### src/include/spu_macros.svh
`ifndef SPU_MACROS_SVH
`define SPU_MACROS_SVH

// ----------------------------------------
// sprite engine sizing
// ----------------------------------------

// descriptor slots walked per line
`define SPU_NUM_SPRITES 16

// visible pixels per line
`define SPU_LINE_W 320

// cells per line memory, covers the 9-bit x range
`define SPU_LB_DEPTH 512

// clocks per output pixel
`define SPU_PIX_DIV 4

`endif

### src/spu_ram.sv
`timescale 1ns/1ps

// simple dual port ram, one write port and one registered read port
module spu_ram #(
	parameter type entry_t = logic [7:0],
	parameter int  DEPTH   = 16
) (
	input  logic                     clk,
	input  logic                     we,
	input  logic [$clog2(DEPTH)-1:0] waddr,
	input  entry_t                   wdata,
	input  logic [$clog2(DEPTH)-1:0] raddr,
	output entry_t                   rdata
);

	entry_t mem [DEPTH];

	// ----------------------------------------
	// write port
	// ----------------------------------------

	always_ff @(posedge clk)
	begin
		if (we)
			mem[waddr] <= wdata;
	end

	// ----------------------------------------
	// read port, data one clock after raddr
	// ----------------------------------------

	always_ff @(posedge clk)
	begin
		rdata <= mem[raddr];	// read-before-write on collision
	end

endmodule

### config.mk
export PLATFORM = sky130hd
export DESIGN_NAME = spu_ram
export DESIGN_NICKNAME = d
export VERILOG_FILES = /design/src/include/spu_macros.svh /design/src/spu_ram.sv
export SDC_FILE = /design/constraint.sdc
export NUM_CORES = 1
export LEC_CHECK = 0
export ABC_AREA = 0
export ABC_CLOCK_PERIOD_IN_PS = 2800
export BUFFER_PORTS_ARGS = -buffer_cell sky130_fd_sc_hd__buf_4
export CORE_ASPECT_RATIO = 0.9
export CORE_UTILIZATION = 60
export DETAILED_ROUTE_END_ITERATION = 12
export PLACE_DENSITY_LB_ADDON = 0.05
export RECOVER_POWER = 50
export SLEW_MARGIN = 20
export SYNTH_ARGS = -nofsm -noshare
export SYNTH_HDL_FRONTEND = slang
export SYNTH_SLANG_ARGS = --single-unit
### constraint.sdc
create_clock -name clk -period 2.8 [get_ports clk]
set_clock_uncertainty 0.1 [all_clocks]
set_input_delay 0.56 -clock clk [delete_from_list [all_inputs] [get_ports clk]]
set_output_delay 0.56 -clock clk [all_outputs]
set_load 0.05 [all_outputs]
# Yosys cells after proc, flatten, opt, wreduce, memory -nomap -nowiden

Memories as Yosys holds them, arrays and structs flattened. A register that Yosys moved wholly into a read port is not among the register bits.
Cells that the tools add are included.

Multiplexer cells: 2

Operator list:

| kind             | number |
|---|---|
| 1-bit 2-to-1 mux | 2 |

Register bits after elaboration: 0
Output and inout port bits: 8
Bits in writable memories: 128
Memories kept: 1
Word-level logic and storage cells: 3
Bits of input ports: 18

Memories:

| name | words | width | rd ports | clocked after Yosys merged registers in | wr ports | line          | RTL |
|---|---|---|---|---|---|---|---|
| mem  | 16    | 8     | 1        | 1                                       | 1        | spu_ram.sv:16 | `entry_t mem [DEPTH];` |

# Depth between registers and ports, before layout

Depth after elaboration: 2
Depth in mapped cells: 5
Mapped depth without buffers: 3

# Worst setup path after synthesis

Ideal clock, no wire load.

Path kind: input to register
From: input waddr[2]
To: memory mem[0][0] (netlist name), enable pin
Library setup time: 383 ps
Data arrival time: 1670 ps
Required time: 2317 ps
Path slack: 647 ps
Stages on the path: 2
Path buffers: 0
Cell sequence: or3b_2 > nor3_1

RTL lines:

| what               | line          | RTL |
|---|---|---|
| start: declaration | spu_ram.sv:10 | `input logic [$clog2(DEPTH)-1:0] waddr,` |
| end: declaration   | spu_ram.sv:16 |  |

Straight into the memory's write port.

==> impl_metrics.csv <==
group,metric,value,unit
run_status,outcome,"finished clean",
yosys,synth.avg_cell_area,22.48,um2
global_route,met3_usage,6.610,%
cts,postCtsSetupRepairBufs,0,
floorplanning,pin_count,26,
pwr,p_leak,0.002066,uW
floorplanning,die_h,89.87,um
pwr,vdd_drop_max,0.0004716,V
yosys,async_flop_share,0,%
final_layout,drive_gt1_share,28.14,%
yosys,synth_fa_ha_area_share,0,%
global_route,met2_usage,36.46,%
setup_path,required,3080,ps
routing,vias,2391,
global_route,grt_busiest_layer,"met2",
routing,via_per_inst,5.832,
cts,clk_path_buf_depth,2,
pwr,finalPower,4769,uW
floorplanning,core_area,8184,um2
yosys,synth-simple-area-share,3.184,%
cts,numCtsBuffers,17,
timing,fmax,559.4,MHz
setup_path,rr_worst_depth,3,
floorplanning,start_util,62.90,%
timing,tightest_slew,895.3,ps
final_layout,syn_to_final_growth,18.50,%
yosys,yosysMostFrequentCell,"edfxtp_1",
floorplanning,floorplan.rows,31,
final_layout,antenna_cells,0,
yosys,synthCells,229,
yosys,synth_top_area_share,74.67,%
final_layout,fillers,469,
placed_design,place_congestion,0.7275,
timing,min_period,1788,ps
routing,firstDrtPassIters,4,
yosys,synth_top_family_by_area,"multiplexers",
routing,drc_errors,0,
yosys,synth_compound_area_share,2.333,%
timing,relSlewSlack,40.31,%
floorplanning,design.die.area,8954,um2
setup_path,worstPathMaxFanout,17,
yosys,synth_area_leaders,"edfxtp_1 (75%), mux4_2 (7.9%), mux4_1 (7.1%), dfxtp_1 (3.1%), a22oi_1 (2.3%)",
routing,ant_nets,0,
global_route,use_met1,33.55,%
run,maxCapViolations,0,
min_path,whs_path_depth,1,
setup_path,r2r_end,"rdata[0]",
setup_path,path_class,"in -> reg",
min_path,hp-class,"in -> reg",
yosys,synth_mux_area_share,15.02,%
global_route,grt_pass1_wl,14.23,mm
timing,min_period_over_period,63.85,%
timing,setup_viol,0,
floorplanning,die_width,99.64,um
yosys,synth_warnings,0,
yosys,synth.distinct_cells,19,
yosys,ys_ff_latch,136,
yosys,yosys_most_used_dff,"edfxtp_1",
cts,holdBufCountCts,0,
yosys,netlist_area,5147,um2
min_path,worstHoldStart,"wdata[7]",
setup_path,crit_path_start_kind,"input pin",
routing,drt_iter0_drc,158,
cts,h-tree-depth,4,
global_route,grt_usage,23.41,%
yosys,syn-num-nets,247,
routing,avgRoutedWirePerCell,22.98,um
min_path,min_to,"mem[13][7]",
cts,cts.sinks,136,
global_route,grt_pass1_vias,2534,
cts,cts_resized,0,
timing,setup-tns-final,0,ps
yosys,yosysTopAreaCell,"edfxtp_1",
yosys,synth_xor_area_share,0,%
setup_path,end_kind,"register",
pwr,p_per_area,781.8,nW/um2
yosys,synthTopCellsByCount,"edfxtp_1 (128), mux4_2 (18), a22oi_1 (16)",
setup_path,r2r_setup_slack,1330,ps
global_route,gr-total-overflow,0,
cts,cts-root-buf,"clkbuf_8",
timing,report.final.slew_viol_count,0,
placed_design,dp_hpwl,5.862,mm
cts,path_clk_slew,60,ps
yosys,synth_edf_count,128,
timing,rsz0062_at_grt,"no",
routing,routed_wirelength,9.421,mm
timing,hold_viol_final,0,
yosys,yosysSeqAreaShare,77.78,%
setup_path,crit_arrival,2060,ps
cts,cts_tree,"done",
final_layout,nNetsFinal,300,
global_route,grt_max_degree,33,
global_route,antenna_found_initial,0,
placed_design,io_buffers,25,
setup_path,r2r_start,"mem[2][0]",
cts,clk_latency,500,ps
==> metal layers <==
metal,share of wire (%),vias to the layer above
met2,49,92
met1,42,1216
li1,-,1081
met3,9.0,2
met4,0.33,0
met5,0,-
==> how the worst max path moves through the flow <==
stage,start,to,slack (ps)
after global routing,raddr[0],rdata[3],940
after floorplan,waddr[2],mem[0][0],650
final,raddr[0],rdata[3],1010
after global placement,raddr[0],rdata[0],520
after CTS,raddr[0],rdata[3],990
after detailed placement,raddr[0],rdata[0],490
==> kinds of logic after synthesis <==
family          Yosys count
flops                   136
compound gates           16
mux                      32
simple gates             35
buf+inv                  10
==> layout by cell type (no fill, tap or decap) <==
cell type / instances
or3b_2: 1
and2b_1: 1
and2_1: 1
mux4_1: 14
clkinv_2: 4
mux4_2: 18
clkbuf_16: 16
clkbuf_8: 1
bufinv_16: 4
nand3_1: 1
dfxtp_1: 8
nor3_1: 4
nand2b_1: 2
nor2_1: 13
clkinv_4: 2
buf_4: 34
nor2b_1: 1
clkbuf_1: 12
nand3b_1: 2
a22oi_1: 16
nand2_1: 9
edfxtp_1: 128
clkinvlp_4: 3
==> layout make-up <==
| class | instances | area, um2 | area share [%] |
|---|---|---|---|
| flip-flops and latches | 136 | 4004 | 65.64 |
| multi-input cells | 83 | 1057 | 17.33 |
| clock buffers | 19 | 421.7 | 6.913 |
| repair buffers | 44 | 292.8 | 4.800 |
| clock inverters | 13 | 180.2 | 2.954 |
| well taps | 115 | 143.9 | 2.359 |
==> state kept, by name, indices dropped and copies added (netlist names) <==
register,flops
mem,128
rdata,8
==> per-stage QoR <==
stage	cells	util [%]	hold WS, ps	instance area [um2]	setup WS [ps]
final	410	74.53	472.5	6100	1012
after global routing	410	74.53	469.4	6100	942.0
after CTS	410	74.99	245.1	6137	989.0
after detailed placement	378	67.63	559.0	5535	491.7
after global placement	378	67.63	547.4	5535	524.2
after floorplan	229	-	529.3	5147	647.1
==> critical path, stage by stage <==
cell,delay (ps)
buf_4,280
buf_4,280
mux4_1,590
a22oi_1,250
nand2_1,100
==> report_power, final <==
group	total, uW	switching [uW]	internal (uW)	leakage (uW)
Sequential	2290	13.9	2280	0.00122
Combinational	258	161	96.9	0.000555
Clock	2220	779	1440	0.000288
No activity file was read; power rests on OpenSTA's default activity.
