File: src/include/spu_macros.svh
`ifndef SPU_MACROS_SVH
`define SPU_MACROS_SVH

// ----------------------------------------
// sprite engine sizing
// ----------------------------------------

// descriptor slots walked per line
`define SPU_NUM_SPRITES 16

// visible pixels per line
`define SPU_LINE_W 320

// cells per line memory, covers the 9-bit x range
`define SPU_LB_DEPTH 512

// clocks per output pixel
`define SPU_PIX_DIV 4

`endif

File: src/spu_types_pkg.sv
package spu_types_pkg;

	// ----------------------------------------
	// sprite description
	// ----------------------------------------

	typedef enum logic [1:0]
	{
		CM_OFF = 2'd0,	// slot unused
		CM_4C  = 2'd1,	// 2 bits per pixel, 8 pixels per word
		CM_16C = 2'd2	// 4 bits per pixel, 4 pixels per word
	} colour_mode_t;

	// descriptor, 60 bits, lives in the low bits of a config write
	typedef struct packed
	{
		logic [8:0]   x_pos;	// left edge on the line
		logic [8:0]   y_pos;	// first line
		logic [5:0]   height;	// lines
		logic [7:0]   width;	// dram words per row
		logic [20:0]  base;		// word address of row 0
		logic [3:0]   bank;		// palette bank
		logic         flip_x;
		colour_mode_t mode;
	} sprite_desc_t;

	// ----------------------------------------
	// pixels
	// ----------------------------------------

	typedef struct packed
	{
		logic       transparent;	// pixel not drawn
		logic [5:0] colour;
	} pal_entry_t;

	// one line buffer cell
	typedef struct packed
	{
		logic       valid;	// a sprite pixel landed here
		logic [5:0] colour;
	} line_pix_t;

	typedef struct packed
	{
		logic       strobe;	// one clock per output pixel
		logic       en;		// sprite pixel present
		logic [5:0] colour;
	} spu_out_t;

endpackage

File: src/spu_bus_pkg.sv
package spu_bus_pkg;

	// ----------------------------------------
	// dram read channel
	// ----------------------------------------

	typedef struct packed
	{
		logic [20:0] addr;	// word address
	} dram_req_t;

	typedef struct packed
	{
		logic        valid;	// one cycle per accepted request
		logic [15:0] data;
	} dram_rsp_t;

	// ----------------------------------------
	// host config port
	// ----------------------------------------

	typedef enum logic
	{
		CFG_SPRITE  = 1'b0,	// descriptor file
		CFG_PALETTE = 1'b1	// palette ram
	} cfg_target_t;

	typedef struct packed
	{
		logic        valid;
		cfg_target_t target;
		logic [7:0]  idx;	// sprite number or bank*16+colour
		logic [63:0] data;	// payload in the low bits
	} cfg_wr_t;

endpackage

File: src/sprite_fetch.sv
`timescale 1ns/1ps
`include "spu_macros.svh"

// per line sprite walker
// reads each descriptor, fetches the visible row from dram, decodes pixels,
// looks them up in the palette and writes opaque ones into the line buffer
module sprite_fetch (
	input  logic                                clk,
	input  logic                                line_start,
	input  logic [8:0]                          vline,
	input  spu_types_pkg::sprite_desc_t         desc_rd,
	input  spu_types_pkg::pal_entry_t           pal_rd,
	input  logic                                dram_req_ready,
	input  spu_bus_pkg::dram_rsp_t              dram_rsp,
	output logic [$clog2(`SPU_NUM_SPRITES)-1:0] desc_addr,
	output logic [7:0]                          pal_addr,
	output spu_bus_pkg::dram_req_t              dram_req,
	output logic                                dram_req_valid,
	output logic                                lb_wr_en,
	output logic [8:0]                          lb_wr_addr,
	output spu_types_pkg::line_pix_t            lb_wr_pix,
	output logic                                done
);

	localparam int NUM_W = $clog2(`SPU_NUM_SPRITES);

	typedef enum logic [2:0]
	{
		S_ADDR,	// descriptor read in flight
		S_TEST,	// descriptor valid, visibility test
		S_REQ,	// dram request held
		S_WAIT,	// waiting for the word
		S_PIX,	// one pixel per clock
		S_DONE
	} state_t;

	state_t     state;
	logic [NUM_W-1:0] num;		// current sprite
	logic       last_spr;

	// latched from the descriptor
	spu_types_pkg::colour_mode_t mode_q;
	logic [3:0]  bank_q;
	logic        flip_q;

	logic [20:0] word_addr;	// next dram word
	logic [7:0]  words_left;
	logic [11:0] xpos;		// wide, so off-line positions are just dropped
	logic [15:0] shreg;		// pixels leave from the top
	logic [3:0]  pix_left;
	logic [3:0]  pix_idx;

	// palette pipeline stage
	logic        pend_valid;
	logic [11:0] pend_x;

	// descriptor test terms
	logic        spr_vis;
	logic [9:0]  y_end;
	logic [8:0]  row_full;
	logic [13:0] row_ofs;
	logic [20:0] row_addr;
	logic [10:0] wpix;
	logic [11:0] x_start;

	// ----------------------------------------
	// descriptor decode
	// ----------------------------------------

	assign y_end    = {1'b0, desc_rd.y_pos} + 10'(desc_rd.height);
	assign spr_vis  = ((desc_rd.mode == spu_types_pkg::CM_4C)
		|| (desc_rd.mode == spu_types_pkg::CM_16C))
		&& (desc_rd.width != 8'd0)
		&& (vline >= desc_rd.y_pos)
		&& ({1'b0, vline} < y_end);
	assign row_full = vline - desc_rd.y_pos;
	assign row_ofs  = row_full[5:0] * desc_rd.width;	// row within sprite times width
	assign row_addr = desc_rd.base + 21'(row_ofs);
	// row width in pixels
	assign wpix     = (desc_rd.mode == spu_types_pkg::CM_4C) ?
		{desc_rd.width, 3'b000} : {1'b0, desc_rd.width, 2'b00};
	// flipped rows are drawn right to left from the far edge
	assign x_start  = desc_rd.flip_x ?
		({3'b000, desc_rd.x_pos} + {1'b0, wpix} - 12'd1) : {3'b000, desc_rd.x_pos};

	assign last_spr = (num == NUM_W'(`SPU_NUM_SPRITES - 1));

	// ----------------------------------------
	// control
	// ----------------------------------------

	always_ff @(posedge clk or posedge line_start)
	begin
		if (line_start)
		begin
			state      <= S_ADDR;
			num        <= '0;
			pend_valid <= 1'b0;
		end
		else
		begin
			pend_valid <= (state == S_PIX);	// palette answers next clock
			case (state)
				S_ADDR:
					state <= S_TEST;
				S_TEST:
					if (spr_vis)
						state <= S_REQ;
					else if (last_spr)
						state <= S_DONE;
					else
					begin
						num   <= num + 1'b1;
						state <= S_ADDR;
					end
				S_REQ:
					if (dram_req_ready)
						state <= S_WAIT;
				S_WAIT:
					if (dram_rsp.valid)
						state <= S_PIX;
				S_PIX:
					if (pix_left == 4'd1)
					begin
						// word finished
						if (words_left != 8'd1)
							state <= S_REQ;
						else if (last_spr)
							state <= S_DONE;
						else
						begin
							num   <= num + 1'b1;
							state <= S_ADDR;
						end
					end
				S_DONE:
					state <= S_DONE;	// parked until next line
				default:
					state <= S_DONE;
			endcase
		end
	end

	// ----------------------------------------
	// datapath
	// ----------------------------------------

	always_ff @(posedge clk)
	begin
		case (state)
			S_TEST:
				if (spr_vis)
				begin
					mode_q     <= desc_rd.mode;
					bank_q     <= desc_rd.bank;
					flip_q     <= desc_rd.flip_x;
					word_addr  <= row_addr;
					words_left <= desc_rd.width;
					xpos       <= x_start;
				end
			S_WAIT:
				if (dram_rsp.valid)
				begin
					shreg     <= dram_rsp.data;
					pix_left  <= (mode_q == spu_types_pkg::CM_4C) ? 4'd8 : 4'd4;
					word_addr <= word_addr + 21'd1;
				end
			S_PIX:
			begin
				shreg    <= (mode_q == spu_types_pkg::CM_4C) ? (shreg << 2) : (shreg << 4);
				pix_left <= pix_left - 4'd1;
				pend_x   <= xpos;
				xpos     <= flip_q ? (xpos - 12'd1) : (xpos + 12'd1);
				if (pix_left == 4'd1)
					words_left <= words_left - 8'd1;
			end
			default:
			begin
			end
		endcase
	end

	// palette index from the top of the word
	assign pix_idx  = (mode_q == spu_types_pkg::CM_4C) ? {2'b00, shreg[15:14]} : shreg[15:12];
	assign pal_addr = {bank_q, pix_idx};

	// ----------------------------------------
	// outputs
	// ----------------------------------------

	assign desc_addr      = num;
	assign dram_req.addr  = word_addr;
	assign dram_req_valid = (state == S_REQ);
	assign done           = (state == S_DONE);

	// transparent and off-line pixels are skipped
	assign lb_wr_en   = pend_valid && !pal_rd.transparent && (pend_x < 12'(`SPU_LINE_W));
	assign lb_wr_addr = pend_x[8:0];
	assign lb_wr_pix  = '{valid: 1'b1, colour: pal_rd.colour};

endmodule

File: config.mk
export PLATFORM = sky130hd
export DESIGN_NAME = sprite_fetch
export DESIGN_NICKNAME = d
export VERILOG_FILES = /design/src/spu_types_pkg.sv /design/src/spu_bus_pkg.sv /design/src/sprite_fetch.sv
export VERILOG_INCLUDE_DIRS = /design/src /design/src/include
export SDC_FILE = /design/constraint.sdc
export NUM_CORES = 1
export LEC_CHECK = 0
export ABC_AREA = 1
export ABC_CLOCK_PERIOD_IN_PS = 6700
export BUFFER_PORTS_ARGS = -buffer_cell sky130_fd_sc_hd__buf_2
export CORE_MARGIN = 2
export CORE_UTILIZATION = 30
export CTS_BUF_LIST = sky130_fd_sc_hd__clkbuf_8
export DETAILED_ROUTE_END_ITERATION = 10
export PLACE_DENSITY_LB_ADDON = 0.15
export SLEW_MARGIN = 20
export SYNTH_ARGS = -nofsm -noshare
export SYNTH_HDL_FRONTEND = slang
export SYNTH_SLANG_ARGS = --single-unit
File: constraint.sdc
create_clock -name clk -period 6.7 [get_ports clk]
set_input_delay 0.67 -clock clk [delete_from_list [all_inputs] [get_ports clk]]
set_output_delay 0.67 -clock clk [all_outputs]
set_load 0.005 [all_outputs]
### Yosys cells after proc, flatten, opt, wreduce, memory -nomap -nowiden

Cells that the tools add are included.

| storage, ports and cells | value |
|---|---|
| register bits | 88 |
| bits of input ports | 96 |
| output and inout bits | 52 |
| logic and storage cells | 93 |

| cells by class | value |
|---|---|
| add/subtract/negate cells | 11 |
| multiply operators | 1 |
| $lt $le $gt $ge | 3 |
| eq/ne operators | 17 |
| multiplexer cells | 30 |
| reductions and logical operators | 19 |

Operators by type and width:

| operator | number |
|---|---|
| $mux 21 | 2 |
| $pmux 21 s2 | 1 |
| $mux 12 | 3 |
| $mux 16 | 2 |
| $pmux 16 s2 | 1 |
| $mux 4 | 7 |
| $pmux 12 s2 | 1 |
| $sub 12x1->12 const B | 2 |
| $add 21x1->21 const B | 1 |
| $add 21x14->21 | 1 |
| $mux 3 | 6 |
| $mux 8 | 2 |
| $pmux 4 s2 | 2 |
| $pmux 8 s2 | 1 |
| $pmux 3 s5 | 1 |
| $mul 6x8->14 | 1 |
| $add 12x1->12 const B | 1 |
| $add 9x11->12 | 1 |
| $lt 12x9->1 const B | 1 |
| $mux 11 | 1 |
| $add 9x6->10 | 1 |
| $lt 9x10->1 | 1 |
| $ne 2x2->1 const B | 5 |
| $ge 9x9->1 | 1 |
| 22 further kinds | 35 |

### Depth between registers and ports, before layout

| logic depth | value |
|---|---|
| depth after elaboration | 7 |
| depth in mapped cells | 27 |
| depth with buffers taken out | 27 |

### Worst setup path after synthesis

Ideal clock, no wire load.

| timing path | value |
|---|---|
| kind | input to register |
| from | input port vline[0] |
| to | register word_addr[11], in the netlist dram_req[11] (data pin) |
| library setup time | 0.254 ns |
| arrival time | 5.371 ns |
| required time | 6.446 ns |
| setup slack | 1.075 ns |
| cell stages on the path | 25 |
| path buffers | 0 |
| cell sequence | inv_1 > ha_1 > inv_1 > fa_1 > a21oi_1 > o21bai_1 > xor2_1 > nor2_1 > fa_1 > inv_1 > fa_1 > inv_1 > fa_1 > inv_1 > fa_1 > inv_1 > ha_1 > nand2_1 > o21ai_0 > a21oi_1 > or2_2 > nand2_1 > nand2_1 > nand3_1 > nand2_1 |

| on the way | value |
|---|---|
| cells in the longest elaborated chain, start to end | 5 |

RTL lines:

| element | RTL line | text |
|---|---|---|
| start: declaration | sprite_fetch.sv:10 | `input logic [8:0] vline,` |
| $sub 6x6->6 | sprite_fetch.sv:76 | `assign row_full = vline - desc_rd.y_pos;` |
| $mul 6x8->14 | sprite_fetch.sv:77 | `assign row_ofs = row_full[5:0] * desc_rd.width;` |
| $add 21x14->21 | sprite_fetch.sv:78 | `assign row_addr = desc_rd.base + 21'(row_ofs);` |
| $mux 21 | sprite_fetch.sv:152 | `if (spr_vis)` |
| $pmux 21 s2 | sprite_fetch.sv:150 | `case (state)` |
| end signal: assignment | sprite_fetch.sv:157 | `word_addr <= row_addr;` |
| end signal: assignment | sprite_fetch.sv:166 | `word_addr <= word_addr + 21'd1;` |
| end: declaration | sprite_fetch.sv:46 | `logic [20:0] word_addr;` |

No other way between the ends. The select of a mux whose other input is x is not followed.
A chain may end at the register's enable or synchronous reset.

### Worst setup path in the final report

| timing path | value |
|---|---|
| from | input port vline[0] |
| to | register word_addr[14], in the netlist dram_req[14] (data pin) |

The elaborated chain is that of the path after synthesis.

==> metrics.cfg <==
[cts]
cts_tree=built
cts_made_buffers=9
cts_setup_buffers=0
cts_root_buffer=clkbuf_8
postCtsResizedCells=0
clock_latency_ns=0.38
clkSlewWorstSetupHoldPaths_ns=0.10
ctsHoldBuffers=0
clock_sinks=88
cts_buffer_depth=2
cts_max_level=3

[place]
io_buffers=134
gp_congestion=0.844
post-dp-hpwl_um=17700

[detailed_routing]
ant_nets=0
drtIter0Drc=390
routed_wl_um=21800
firstDrtPassIters=5
vias_per_cell=4.51
post-route-drc-count=0
wl_per_cell_um=13.3
route.vias.total=7373

[global_routing]
first_global_vias=7215
gr-total-overflow=0
grt_antenna_before_repair=0
track_usage_pct=14.8
grt_first_pass_wirelength_um=36300
grt_max_degree=51

[synthesis]
synth_edf_count=80
yosysSeqAreaShare_pct=29.7
async_reset_ff_share_pct=9.09
yosys_warnings=0
syn_avg_cell_area_um2=7.75
ys_ff_latch=88
synth.distinct_cells=47
netlist_area_um2=8760
syn_inst=1131
synthFlopType=edfxtp_1
syn-num-nets=1355

[power_and_ir_drop]
power.leakage_nw=5.01
cellPowerDensity_nw_per_um2=375
vdd_ir_drop_max_mv=0.207

[critical_path]
arrival_ns=6.02
worstSetupPathType=input pin to register
cp_data_required_time_ns=6.83
cp-start-kind=input pin
cp_max_fo=7
cp-end-kind=register

[sta]
worst_pin_slew_ns=0.831
skew_ns=0.0122
timing.final.crit_share_pct=87.9
slew_headroom_pct=44.5
hold_violations=0
drv_slew=0
period_needed_ns=5.89
setup_tns_ns=0
setup_viol=0
rsz0062_at_grt=false
max_freq_mhz=170

[hold_path]
worstHoldPathType=input pin to asynchronous set/reset pin

[floorplanning]
start_util_pct=30.5
die-area_um2=30600
std_cell_rows=62
coreArea_um2=28700
ios=148
die_w_um=175
fp.dieH_um=175

[final_layout]
final_util_pct=34.6
fin_nets=1470
final_cell_mix=237 x nand2_1, 214 x inv_1, 134 x buf_2
drive_gt1_share_pct=14.8
antenna_cells=0
final_common_cell=nand2_1
area_delta_synth_final_pct=13.4

[status]
outcome=complete, no violations

[flow_run]
max_cap_viol_count=0

through the flow:
step | power (W) | setup WS, ns | hold WS (ns) | cell area, um^2 | instances
after floorplan | 0.00283 | 1.08 | 0.431 | 8760 | 1131
after global placement | 0.00342 | 0.499 | 0.444 | 9760 | 1619
after detailed placement | 0.00343 | 0.382 | 0.448 | 9760 | 1619
after CTS | 0.00380 | 0.788 | 0.227 | 9940 | 1635
after global routing | 0.00421 | 0.323 | 0.250 | 9940 | 1635
final | 0.00372 | 0.808 | 0.226 | 9940 | 1635
registers in the layout (all words and copies together) (netlist names):
signal      cells
bank_q          4
desc_addr       4
dram_req       21
flip_q          1
mode_q          2
pend_valid      1
pend_x         12
pix_left        4
shreg          16
state           3
words_left      8
xpos           12
worst max-delay path, stage by stage:
cell and delay [ns]:
buf_2 0.09, inv_1 0.07, ha_1 0.18, inv_1 0.08, fa_1 0.41, a21oi_1 0.18, o21bai_1 0.09, xor2_1 0.48
inv_1 0.14, nand2_1 0.11, fa_1 0.44, fa_1 0.55, inv_1 0.05, fa_1 0.53, inv_1 0.05, fa_1 0.50
inv_1 0.04, ha_1 0.30, inv_1 0.07, o21bai_1 0.19, a21oi_1 0.09, o21ai_0 0.36, nand2_1 0.09, nand2_1 0.09
nand2_1 0.05, nand2_1 0.05, o21ai_0 0.07
kinds of logic after synthesis:
kind of cell    share of synthesized area, %
xor+xnor                                4.30
flops                                   29.7
compound gates                          11.7
fa+ha+maj                               21.7
mux                                    0.114
simple gates                            20.8
buf+inv                                 11.7
other cells                           0.0428
synth_stat cells, types with 15 or more instances:
cell	n	area (um^2)
xnor2_1	18	158
nand2_1	237	890
xor2_1	25	219
fa_1	40	801
buf_4	16	120
nand3_1	56	280
ha_1	88	1100
a21oi_1	62	310
nor2_1	95	357
clkbuf_1	15	56.3
o21ai_0	85	425
inv_1	213	800
edfxtp_1	80	2400
metal layers:
metal	vias to the layer above	global-route usage [%]	part of all wire, %
met5	-	0	0
met4	0	3.23	1.1
met3	12	2.00	3.5
met2	135	25.4	48
met1	3367	19.7	47
li1	3859	-	-
path summary, 6_finish.rpt:
path,from,cells past startpoint,to,slack [ns]
hold reg to reg,xpos[3]$_DFFE_PP_,0,pend_x[3]$_DFFE_PP_,0.47
setup / recovery,vline[0],27,dram_req[14]$_DFFE_PP_,0.81
hold / removal,line_start,2,desc_addr[1]$_DFFE_PP0P_,0.23
min in group clk,desc_rd[6],1,bank_q[3]$_DFFE_PP_,0.46
max in group asynchronous,line_start,2,state[2]$_DFFE_PP0P_,6.22
setup reg to reg,state[0]$_DFFE_PP0P_,7,words_left[3]$_DFFE_PP_,3.74
report_power, final:
| part | switching [W] | internal (W) |
|---|---|---|
| clock network | 0.000219 | 0.000135 |
| registers | 0.000113 | 0.000919 |
| logic | 0.00144 | 0.000893 |
| total | 0.00177 | 0.00195 |
area by class of cell:
type                       count  area, um^2
clock buffer                   9         124
clock inverter                 7        48.8
fill                        3188       18800
inverter                     220         826
multi-input combinational    788        5150
sequential                    88        2600
tap                          384         480
timing repair buffer         139         708
No activity file was read; power rests on OpenSTA's default activity.
